==> config.mk <==
export PLATFORM = sky130hd
export DESIGN_NAME = gameTop
export DESIGN_NICKNAME = d
export VERILOG_FILES = /design/src/hdl/gamePkg.sv /design/src/hdl/layerIf.sv /design/src/hdl/colorMixer.sv /design/src/hdl/gameTop.sv /design/src/hdl/layerDecoder.sv /design/src/hdl/lifeTracker.sv /design/src/hdl/scoreCounter.sv
export SDC_FILE = /design/constraint.sdc
export NUM_CORES = 1
export LEC_CHECK = 0
export BUFFER_PORTS_ARGS = -buffer_cell sky130_fd_sc_hd__buf_2
export CORE_UTILIZATION = 35
export DETAILED_ROUTE_END_ITERATION = 10
export PLACE_DENSITY = 0.54
export SKIP_CTS_REPAIR_TIMING = 1
export SLEW_MARGIN = 10
export SYNTH_ARGS = -nofsm -noshare
export SYNTH_HDL_FRONTEND = slang
export SYNTH_HIERARCHICAL = 1
export SYNTH_SLANG_ARGS = --single-unit
==> constraint.sdc <==
create_clock -name Clk -period 1.7 [get_ports Clk]
set_input_delay 0 -clock Clk [delete_from_list [all_inputs] [get_ports Clk]]
set_output_delay 0 -clock Clk [all_outputs]
set_load 0.005 [all_outputs]
==> src/hdl/gamePkg.sv <==
package gamePkg;

    // ----------------------------------------------------------------------
    // basic types
    // ----------------------------------------------------------------------

    typedef logic [9:0] coordT;

    typedef struct packed {
        logic [7:0] red;
        logic [7:0] green;
        logic [7:0] blue;
    } rgbT;

    typedef logic [26:0] scoreT;

    // lives machine, hit states last until the pipe is cleared
    typedef enum logic [2:0] {
        FullLives = 3'd0,
        HitFirst  = 3'd1,
        TwoLives  = 3'd2,
        HitSecond = 3'd3,
        OneLife   = 3'd4,
        NoLives   = 3'd5
    } lifeStateT;

    // ----------------------------------------------------------------------
    // screen geometry
    // ----------------------------------------------------------------------

    // pipe box
    localparam coordT PipeX = 10'd300;
    localparam coordT PipeY = 10'd380;
    localparam coordT PipeW = 10'd50;
    localparam coordT PipeH = 10'd100;

    // heart k starts at HeartX0 + k * HeartStep
    localparam coordT HeartX0   = 10'd450;
    localparam coordT HeartStep = 10'd50;
    localparam coordT HeartY    = 10'd20;
    localparam coordT HeartSize = 10'd50;

    // collision probe, measured from the player corner
    localparam coordT ProbeOffset = 10'd30;

    // ----------------------------------------------------------------------
    // palette
    // ----------------------------------------------------------------------

    localparam rgbT SkyColor    = 24'h0000FF;
    localparam rgbT PlayerColor = 24'h00FF44;
    localparam rgbT PipeColor   = 24'hCC7711;
    localparam rgbT HeartColor  = 24'hDD00FF;
    localparam rgbT BlankColor  = 24'h000000;

endpackage

==> src/hdl/layerIf.sv <==
`timescale 1ns/1ps

interface layerIf;

    // layer hits for the pixel in stage one
    logic       PlayerOn;
    logic       PipeOn;
    logic [2:0] HeartOn;

    // blank flag, aligned with the layer hits
    logic       Visible;

    modport source
    (
        output PlayerOn,
        output PipeOn,
        output HeartOn,
        output Visible
    );

    modport sink
    (
        input PlayerOn,
        input PipeOn,
        input HeartOn,
        input Visible
    );

endinterface

==> src/hdl/colorMixer.sv <==
`timescale 1ns/1ps

module colorMixer
(
    input  logic        Clk,
    input  logic        Reset,
    layerIf.sink        layers,
    output gamePkg::rgbT Pixel
);
    import gamePkg::*;

    rgbT mixColor;

    // priority: blank, player, pipe, hearts, sky
    always_comb
    begin
        if (!layers.Visible)
        begin
            mixColor = BlankColor;
        end
        else if (layers.PlayerOn)
        begin
            mixColor = PlayerColor;
        end
        else if (layers.PipeOn)
        begin
            mixColor = PipeColor;
        end
        else if (|layers.HeartOn)
        begin
            mixColor = HeartColor;
        end
        else
        begin
            mixColor = SkyColor;
        end
    end

    // ----------------------------------------------------------------------
    // pipeline stage two
    // ----------------------------------------------------------------------

    always_ff @(posedge Clk or posedge Reset)
    begin
        if (Reset)
        begin
            Pixel <= BlankColor;
        end
        else
        begin
            Pixel <= mixColor;
        end
    end

endmodule

==> src/hdl/gameTop.sv <==
`timescale 1ns/1ps

module gameTop
#(
    parameter int TickCycles = 1048576
)
(
    input  logic           Clk,
    input  logic           Reset,
    input  gamePkg::coordT PlayerX,
    input  gamePkg::coordT PlayerY,
    input  gamePkg::coordT PlayerSize,
    input  gamePkg::coordT DrawX,
    input  gamePkg::coordT DrawY,
    input  logic           Blank,
    output logic [7:0]     Red,
    output logic [7:0]     Green,
    output logic [7:0]     Blue,
    output gamePkg::scoreT Score
);
    import gamePkg::*;

    rgbT        pixel;
    logic [2:0] heartsIntact;

    layerIf layers ();

    // ----------------------------------------------------------------------
    // pixel pipeline
    // ----------------------------------------------------------------------

    layerDecoder i_layerDecoder
    (
        .Clk          (Clk),
        .Reset        (Reset),
        .PlayerX      (PlayerX),
        .PlayerY      (PlayerY),
        .PlayerSize   (PlayerSize),
        .DrawX        (DrawX),
        .DrawY        (DrawY),
        .Blank        (Blank),
        .HeartsIntact (heartsIntact),
        .layers       (layers.source)
    );

    colorMixer i_colorMixer
    (
        .Clk    (Clk),
        .Reset  (Reset),
        .layers (layers.sink),
        .Pixel  (pixel)
    );

    assign Red   = pixel.red;
    assign Green = pixel.green;
    assign Blue  = pixel.blue;

    // ----------------------------------------------------------------------
    // game state
    // ----------------------------------------------------------------------

    lifeTracker i_lifeTracker
    (
        .Clk          (Clk),
        .Reset        (Reset),
        .PlayerX      (PlayerX),
        .PlayerY      (PlayerY),
        .HeartsIntact (heartsIntact)
    );

    scoreCounter #(.TickCycles(TickCycles)) i_scoreCounter
    (
        .Clk   (Clk),
        .Reset (Reset),
        .Score (Score)
    );

endmodule

==> src/hdl/layerDecoder.sv <==
`timescale 1ns/1ps

module layerDecoder
(
    input  logic          Clk,
    input  logic          Reset,
    input  gamePkg::coordT PlayerX,
    input  gamePkg::coordT PlayerY,
    input  gamePkg::coordT PlayerSize,
    input  gamePkg::coordT DrawX,
    input  gamePkg::coordT DrawY,
    input  logic          Blank,
    input  logic [2:0]    HeartsIntact,
    layerIf.source        layers
);
    import gamePkg::*;

    logic       playerHit;
    logic       pipeHit;
    logic [2:0] heartHit;

    // half-open box test, end sums kept at 11 bits
    function automatic logic inBox(input coordT px, input coordT py, input coordT x0,
                                   input coordT y0, input coordT w, input coordT h);
        logic [10:0] xEnd;
        logic [10:0] yEnd;
        xEnd = {1'b0, x0} + {1'b0, w};
        yEnd = {1'b0, y0} + {1'b0, h};
        return (px >= x0) && ({1'b0, px} < xEnd) && (py >= y0) && ({1'b0, py} < yEnd);
    endfunction

    always_comb
    begin
        playerHit = inBox(DrawX, DrawY, PlayerX, PlayerY, PlayerSize, PlayerSize);
        pipeHit   = inBox(DrawX, DrawY, PipeX, PipeY, PipeW, PipeH);
    end

    // one box per heart, masked by its life
    for (genvar k = 0; k < 3; k++)
    begin : genHeart
        localparam coordT HeartLeft = HeartX0 + coordT'(k) * HeartStep;

        assign heartHit[k] = HeartsIntact[k] &&
                             inBox(DrawX, DrawY, HeartLeft, HeartY, HeartSize, HeartSize);
    end

    // ----------------------------------------------------------------------
    // pipeline stage one
    // ----------------------------------------------------------------------

    always_ff @(posedge Clk or posedge Reset)
    begin
        if (Reset)
        begin
            layers.PlayerOn <= 1'b0;
            layers.PipeOn   <= 1'b0;
            layers.HeartOn  <= 3'b000;
            layers.Visible  <= 1'b0;
        end
        else
        begin
            layers.PlayerOn <= playerHit;
            layers.PipeOn   <= pipeHit;
            layers.HeartOn  <= heartHit;
            layers.Visible  <= Blank;
        end
    end

endmodule

==> src/hdl/lifeTracker.sv <==
`timescale 1ns/1ps

module lifeTracker
(
    input  logic          Clk,
    input  logic          Reset,
    input  gamePkg::coordT PlayerX,
    input  gamePkg::coordT PlayerY,
    output logic [2:0]    HeartsIntact
);
    import gamePkg::*;

    lifeStateT state;
    lifeStateT stateNext;

    logic [10:0] probeX;
    logic [10:0] probeY;
    logic        collide;
    logic        cleared;

    // probe point strictly inside the pipe on both axes
    assign probeX  = {1'b0, PlayerX} + {1'b0, ProbeOffset};
    assign probeY  = {1'b0, PlayerY} + {1'b0, ProbeOffset};
    assign collide = (probeX > {1'b0, PipeX}) && (probeX < {1'b0, PipeX} + {1'b0, PipeW}) &&
                     (probeY > {1'b0, PipeY}) && (probeY < {1'b0, PipeY} + {1'b0, PipeH});

    // player fully past the right edge of the pipe
    assign cleared = {1'b0, PlayerX} > ({1'b0, PipeX} + {1'b0, PipeW});

    // ----------------------------------------------------------------------
    // lives FSM
    // ----------------------------------------------------------------------

    always_comb
    begin
        stateNext = state;
        case (state)
            FullLives : if (collide) stateNext = HitFirst;
            HitFirst  : if (cleared) stateNext = TwoLives;
            TwoLives  : if (collide) stateNext = HitSecond;
            HitSecond : if (cleared) stateNext = OneLife;
            OneLife   : if (collide) stateNext = NoLives;
            NoLives   : stateNext = NoLives;
            default   : stateNext = FullLives;
        endcase
    end

    always_ff @(posedge Clk or posedge Reset)
    begin
        if (Reset)
        begin
            state <= FullLives;
        end
        else
        begin
            state <= stateNext;
        end
    end

    // heart 0 goes first, heart 2 only at game over
    always_comb
    begin
        case (state)
            FullLives : HeartsIntact = 3'b111;
            HitFirst,
            TwoLives  : HeartsIntact = 3'b110;
            HitSecond,
            OneLife   : HeartsIntact = 3'b100;
            NoLives   : HeartsIntact = 3'b000;
            default   : HeartsIntact = 3'b111;
        endcase
    end

endmodule

==> src/hdl/scoreCounter.sv <==
`timescale 1ns/1ps

module scoreCounter
#(
    parameter int TickCycles = 1048576
)
(
    input  logic           Clk,
    input  logic           Reset,
    output gamePkg::scoreT Score
);

    localparam int CountW = (TickCycles > 1) ? $clog2(TickCycles) : 1;

    logic [CountW-1:0] prescale;
    logic              tick;

    // last cycle of each prescaler period
    assign tick = (prescale == CountW'(TickCycles - 1));

    always_ff @(posedge Clk or posedge Reset)
    begin
        if (Reset)
        begin
            prescale <= '0;
            Score    <= '0;
        end
        else if (tick)
        begin
            prescale <= '0;
            Score    <= Score + 1'b1;
        end
        else
        begin
            prescale <= prescale + 1'b1;
        end
    end

endmodule

# Word-level counts from Yosys, hierarchy flattened

Index checks and enable logic that the tools add are counted.

Equal/unequal tests: 11
Order comparisons: 21
Multiplexer cells: 12
Add/sub/neg operators: 6
Reductions and logical operators: 26

Operator list:

| kind                    | number |
|---|---|
| $mux W24                | 4 |
| $ge A10 B9 Y1 const B   | 4 |
| $lt A10 B9 Y1 const B   | 3 |
| $add A27 B1 Y27 const B | 1 |
| $add A10 B10 Y11        | 2 |
| $add A10 B5 Y11 const B | 2 |
| $gt A11 B9 Y1 const B   | 2 |
| $lt A10 B11 Y1          | 2 |
| $lt A11 B9 Y1 const B   | 2 |
| $logic_and A1 B1 Y1     | 21 |
| $add A20 B1 Y20 const B | 1 |
| $eq A20 B20 Y1 const B  | 1 |
| $ge A10 B10 Y1          | 2 |
| $lt A10 B10 Y1 const B  | 2 |
| $mux W20                | 1 |
| $pmux W3 S6             | 1 |
| $mux W3                 | 5 |
| $ge A10 B10 Y1 const B  | 1 |
| $ge A10 B5 Y1 const B   | 1 |
| $gt A10 B9 Y1 const B   | 1 |
| $lt A10 B7 Y1 const B   | 1 |
| $ne A2 B1 Y1 const B    | 5 |
| $pmux W3 S3             | 1 |
| $eq A3 B2 Y1 const B    | 2 |
| 6 further kinds         | 8 |

Bits in registers: 80
Logic and storage cells: 86
Input bits: 53
Output and inout bits: 51

# Logic depth before layout (Yosys ltp)

Word-level depth: 7
Mapped depth: 13
Gate-level depth less buffers: 13

# Modules after synthesis

The synthesis kept the hierarchy.

By module, submodules not included:

| module       | cells each | area an instance (sq um) | sequential area each (sq um) | times used |
|---|---|---|---|---|
| scoreCounter | 191        | 2,148.3                  | 1,176.1                      | 1 |
| layerDecoder | 245        | 1,979.4                  | 150.1                        | 1 |
| lifeTracker  | 88         | 643.1                    | 75.1                         | 1 |
| colorMixer   | 36         | 382.9                    | 175.2                        | 1 |

# Worst setup path after synthesis

No wires, ideal clock.

Kind: input -> register
Start point: input PlayerX[1]
End point: register i_layerDecoder.layers.PlayerOn
Setup slack: -0.746 ns
Path buffers: 0
Arrival time: 2.321 ns
Cell stages on the path: 12
Required time: 1.575 ns
Cells stage by stage: ha_1 -> a21o_1 -> a21oi_1 -> a21oi_1 -> o41ai_1 -> xor2_1 -> ha_1 -> nand3_1 -> nor3_1 -> a221oi_1 -> a21oi_1 -> a2111oi_0

Cells in the longest elaborated chain, start to end: 5

Ends and longest elaborated chain:

| what                                | RTL line           | text |
|---|---|---|
| start: declaration                  | gameTop.sv:10      | `input gamePkg::coordT PlayerX,` |
| $add A10 B10 Y11                    | layerDecoder.sv:27 | `xEnd = {1'b0, x0} + {1'b0, w};` |
| $lt A10 B11 Y1                      | layerDecoder.sv:29 | `return (px >= x0) && ({1'b0, px} < xEnd) && (py >= y0) && ({1'b0, py} < yEnd);` |
| $logic_and A1 B1 Y1 * (3 in series) | layerDecoder.sv:29 |  |
| via i_layerDecoder.playerHit        | layerDecoder.sv:18 | `logic playerHit;` |
| end signal: assignment              | layerDecoder.sv:62 | `layers.PlayerOn <= playerHit;` |
| end: declaration                    | layerIf.sv:15      | `output PlayerOn,` |

Mark *: on every way through the listed nets, which the timed path passes. The rest lies on a longest branch.
A chain may end at the register's enable or synchronous reset.

# Final worst setup path

Start point: input PlayerX[7]
End point: register i_layerDecoder.layers.PlayerOn

Same word-level chain as after synthesis.

==> run metrics <==
die span in x 123 um; status finished, violations left; area of the die 15200 um2; clk_lat worst skew 330 ps; Cells on Worst Hold Path 3; antenna-violating nets left 0; mux cell area share after synthesis 0.0104; final core occ 0.521; Synth Area in Compound Gates 0.148; crit path kind input port to flop; Antenna Cells 0; overall routing resource usage 0.186; first-pass GRT wire length 22200 um; most common library cells after synthesis dfrtp_1, ha_1, inv_1, nand2_1, nor2_1; final cell count without fillers 957; DP HPWL 11200 um; core footprint 14100 um2; 1st-pass router iterations 4; hold_ws 20.2 ps; Max stage delay on crit path 480 ps; Initial Util 0.366; CTS tree built; Synth area leader dfrtp_1; clk root buf clkbuf_16; CP bufs+invs 1; cts bufs inserted 9; Vias/cell 5.07; final setup fails 22; Routed WL 14000 um; Nets 890; Avg Inst Size Synth 9.20 um2; Hold Crit Class input port to flop; vias in the first global route 4794; row count 43; FF-to-FF setup slack -60 ps; sequential share of the synthesized area 0.306; DIE HEIGHT 123 um; depth of the most critical reg-to-reg path 8; drt wl/cell 14.6 um; Synth-to-Final Area Change 42.6%; pwr dens 671 nW/um2; clk slew on worst S/H paths 60 ps; f_max 461 MHz; detailed-route via count 4854; CTS Sinks 63; pre-CTS setup slack -851 ps; critical path's most frequent cell ha_1; Initial DRC Count 212; Clock Skew 13.4 ps; failing checks setup timing; antenna violations before repair 1; XOR/XNOR share of the synthesized area 0.110; pin count of the biggest net entering global routing 21; Final Total Pwr 4.93 mW; routability cong. 0.926; Post-synth EDFFs 0; grt ovf 0; Post-Synthesis Cell Area 5150 um2; register bit count reported by yosys 63; CP Cell Sequence buf_2 -> ha_1 -> a2111oi_1 -> o21ai_1 -> nand2_1 -> xor2_1 -> ha_1 -> a21o_1 -> a221oi_4 -> a21oi_2 -> a2111oi_2; top cell type's share of synthesized area 0.306; cell at the slowest stage of the critical path a2111oi_1; Area contributors post-synth dfrtp_1, ha_1, xnor2_1; Max-slew headroom 0.665; period utilization 1.28; hold_sp DrawX[8]; worst-margin pin slew 496 ps; critical path launch point PlayerX[7]; leakage 3.75 nW; simple-gate portion of the synthesized area 0.208; CP required 1920 ps; RSZ-0062 raised after global routing yes; Cell variety after synth 69; fin. max-slew vios 0; Startpoint Class input port; worst r2r src i_scoreCounter/prescale[1]; worst setup margin -469 ps; Crit path max-delay family compound AO/OA/AOI/OAI gates; max cap viols 0; largest family of logic cells by synthesized area simple AND/OR/NAND/NOR gates; dpl cells 927; Post-Synth Adder-Cell Area 0.161; Synth Instances 560; share of cells above drive strength 1 0.389; endpoint with the worst hold slack i_layerDecoder/layers.PipeOn; htree depth 3; ys flop type dfrtp_1; I/O Buffers 101; Async SR Flop Fraction 1.00; R2R Path End i_scoreCounter/Score[15]; Peak VDD IR 514 uV; num ports 104; Synth Warn # 6; crit path max fanout 2; DRC 0; Fin. Hold Viols 0; Setup crit end kind flop; Arr. time, crit path 2390 ps; crit path time final 2170 ps; Clock Path Buffers 2
-- logic make-up (layout without fill, tap and decap cells) --
| group | Yosys count | after routing |
|---|---|---|
| adders and majority gates | 65 | 65 |
| AOI/OAI and AO/OA | 109 | 109 |
| buffers and inverters | 59 | 275 |
| other | 1 | 2 |
| and+or+nand+nor | 193 | 193 |
| xor gates and xnor gates | 65 | 65 |
| DFF | 63 | 63 |
| muxes | 5 | 5 |
-- layer usage --
| metal | global-route usage | vias to the layer above | share of wire |
|---|---|---|---|
| li1 | - | 2429 | - |
| met1 | 0.232 | 2297 | 0.44 |
| met2 | 0.329 | 106 | 0.50 |
| met3 | 0.0258 | 20 | 0.037 |
| met4 | 0.0617 | 2 | 0.018 |
| met5 | 0 | - | 0.00071 |
-- cells in the final DEF (no fill, tap or decap), types with 7 or more instances in the layout --
cell type,n
a21oi_2,7
nand3_2,10
inv_1,38
nor2_1,33
buf_4,105
buf_6,7
nand3_1,16
dfrtp_1,63
xor2_1,32
clkbuf_16,9
ha_1,59
nand2_1,35
o21ai_0,13
nand2b_1,8
buf_2,98
nor3_1,7
a21oi_1,21
xnor2_1,31
and3_1,12
o21ai_1,8
nor2b_1,7
nand4_1,15
-- through the flow --
stage	cell area (um2)	setup TNS [ps]
floorplan	5200	-468
global placement	6630	-812
detailed placement	6630	-915
CTS	6950	-527
global route	7350	-3670
finish	7350	-1030
-- cell type report --
type / instances / area [um2]
fillers: 1342 / 6750
multi-input cells: 439 / 3570
flip-flops and latches: 63 / 1580
repair buffers: 220 / 1510
clock buffers: 9 / 225
well taps: 180 / 225
inverters: 39 / 146
clock inverters: 7 / 97.6
-- where the power goes --
part | internal (mW) | switching [mW] | total [mW] | leakage [nW]
Combinational | 0.661 | 0.713 | 1.37 | 2.74
Sequential | 1.54 | 0.0478 | 1.59 | 0.855
Clock | 1.28 | 0.684 | 1.97 | 0.152
Total | 3.49 | 1.44 | 4.93 | 3.75
-- worst min-delay path, cell delays in order --
cell and delay, ps:
buf_2 160, nand2_1 70, nor3_1 60
-- flip-flops by register name (all words and copies together), names as in the netlist --
signal and flops:
i_layerDecoder/layers.Visible 1, i_layerDecoder/layers.PipeOn 1, i_scoreCounter/Score 27, i_layerDecoder/layers.PlayerOn 1, i_scoreCounter/prescale 20, i_layerDecoder/layers.HeartOn 3
i_lifeTracker/state 3, i_colorMixer/Pixel 7
-- worst max path at each step --
stage | endpoint | slack, ps | cells after the start
6_report | i_layerDecoder/layers.PlayerOn | -470 | 11
5_1_grt | i_layerDecoder/layers.PlayerOn | -590 | 11
4_1_cts | i_layerDecoder/layers.PlayerOn | -510 | 13
3_5_place_dp | i_layerDecoder/layers.PlayerOn | -850 | 13
3_3_place_gp | i_layerDecoder/layers.PlayerOn | -810 | 13
2_1_floorplan | i_layerDecoder/layers.PlayerOn | -470 | 11
Note: power is estimated with default switching activity, not from simulation.
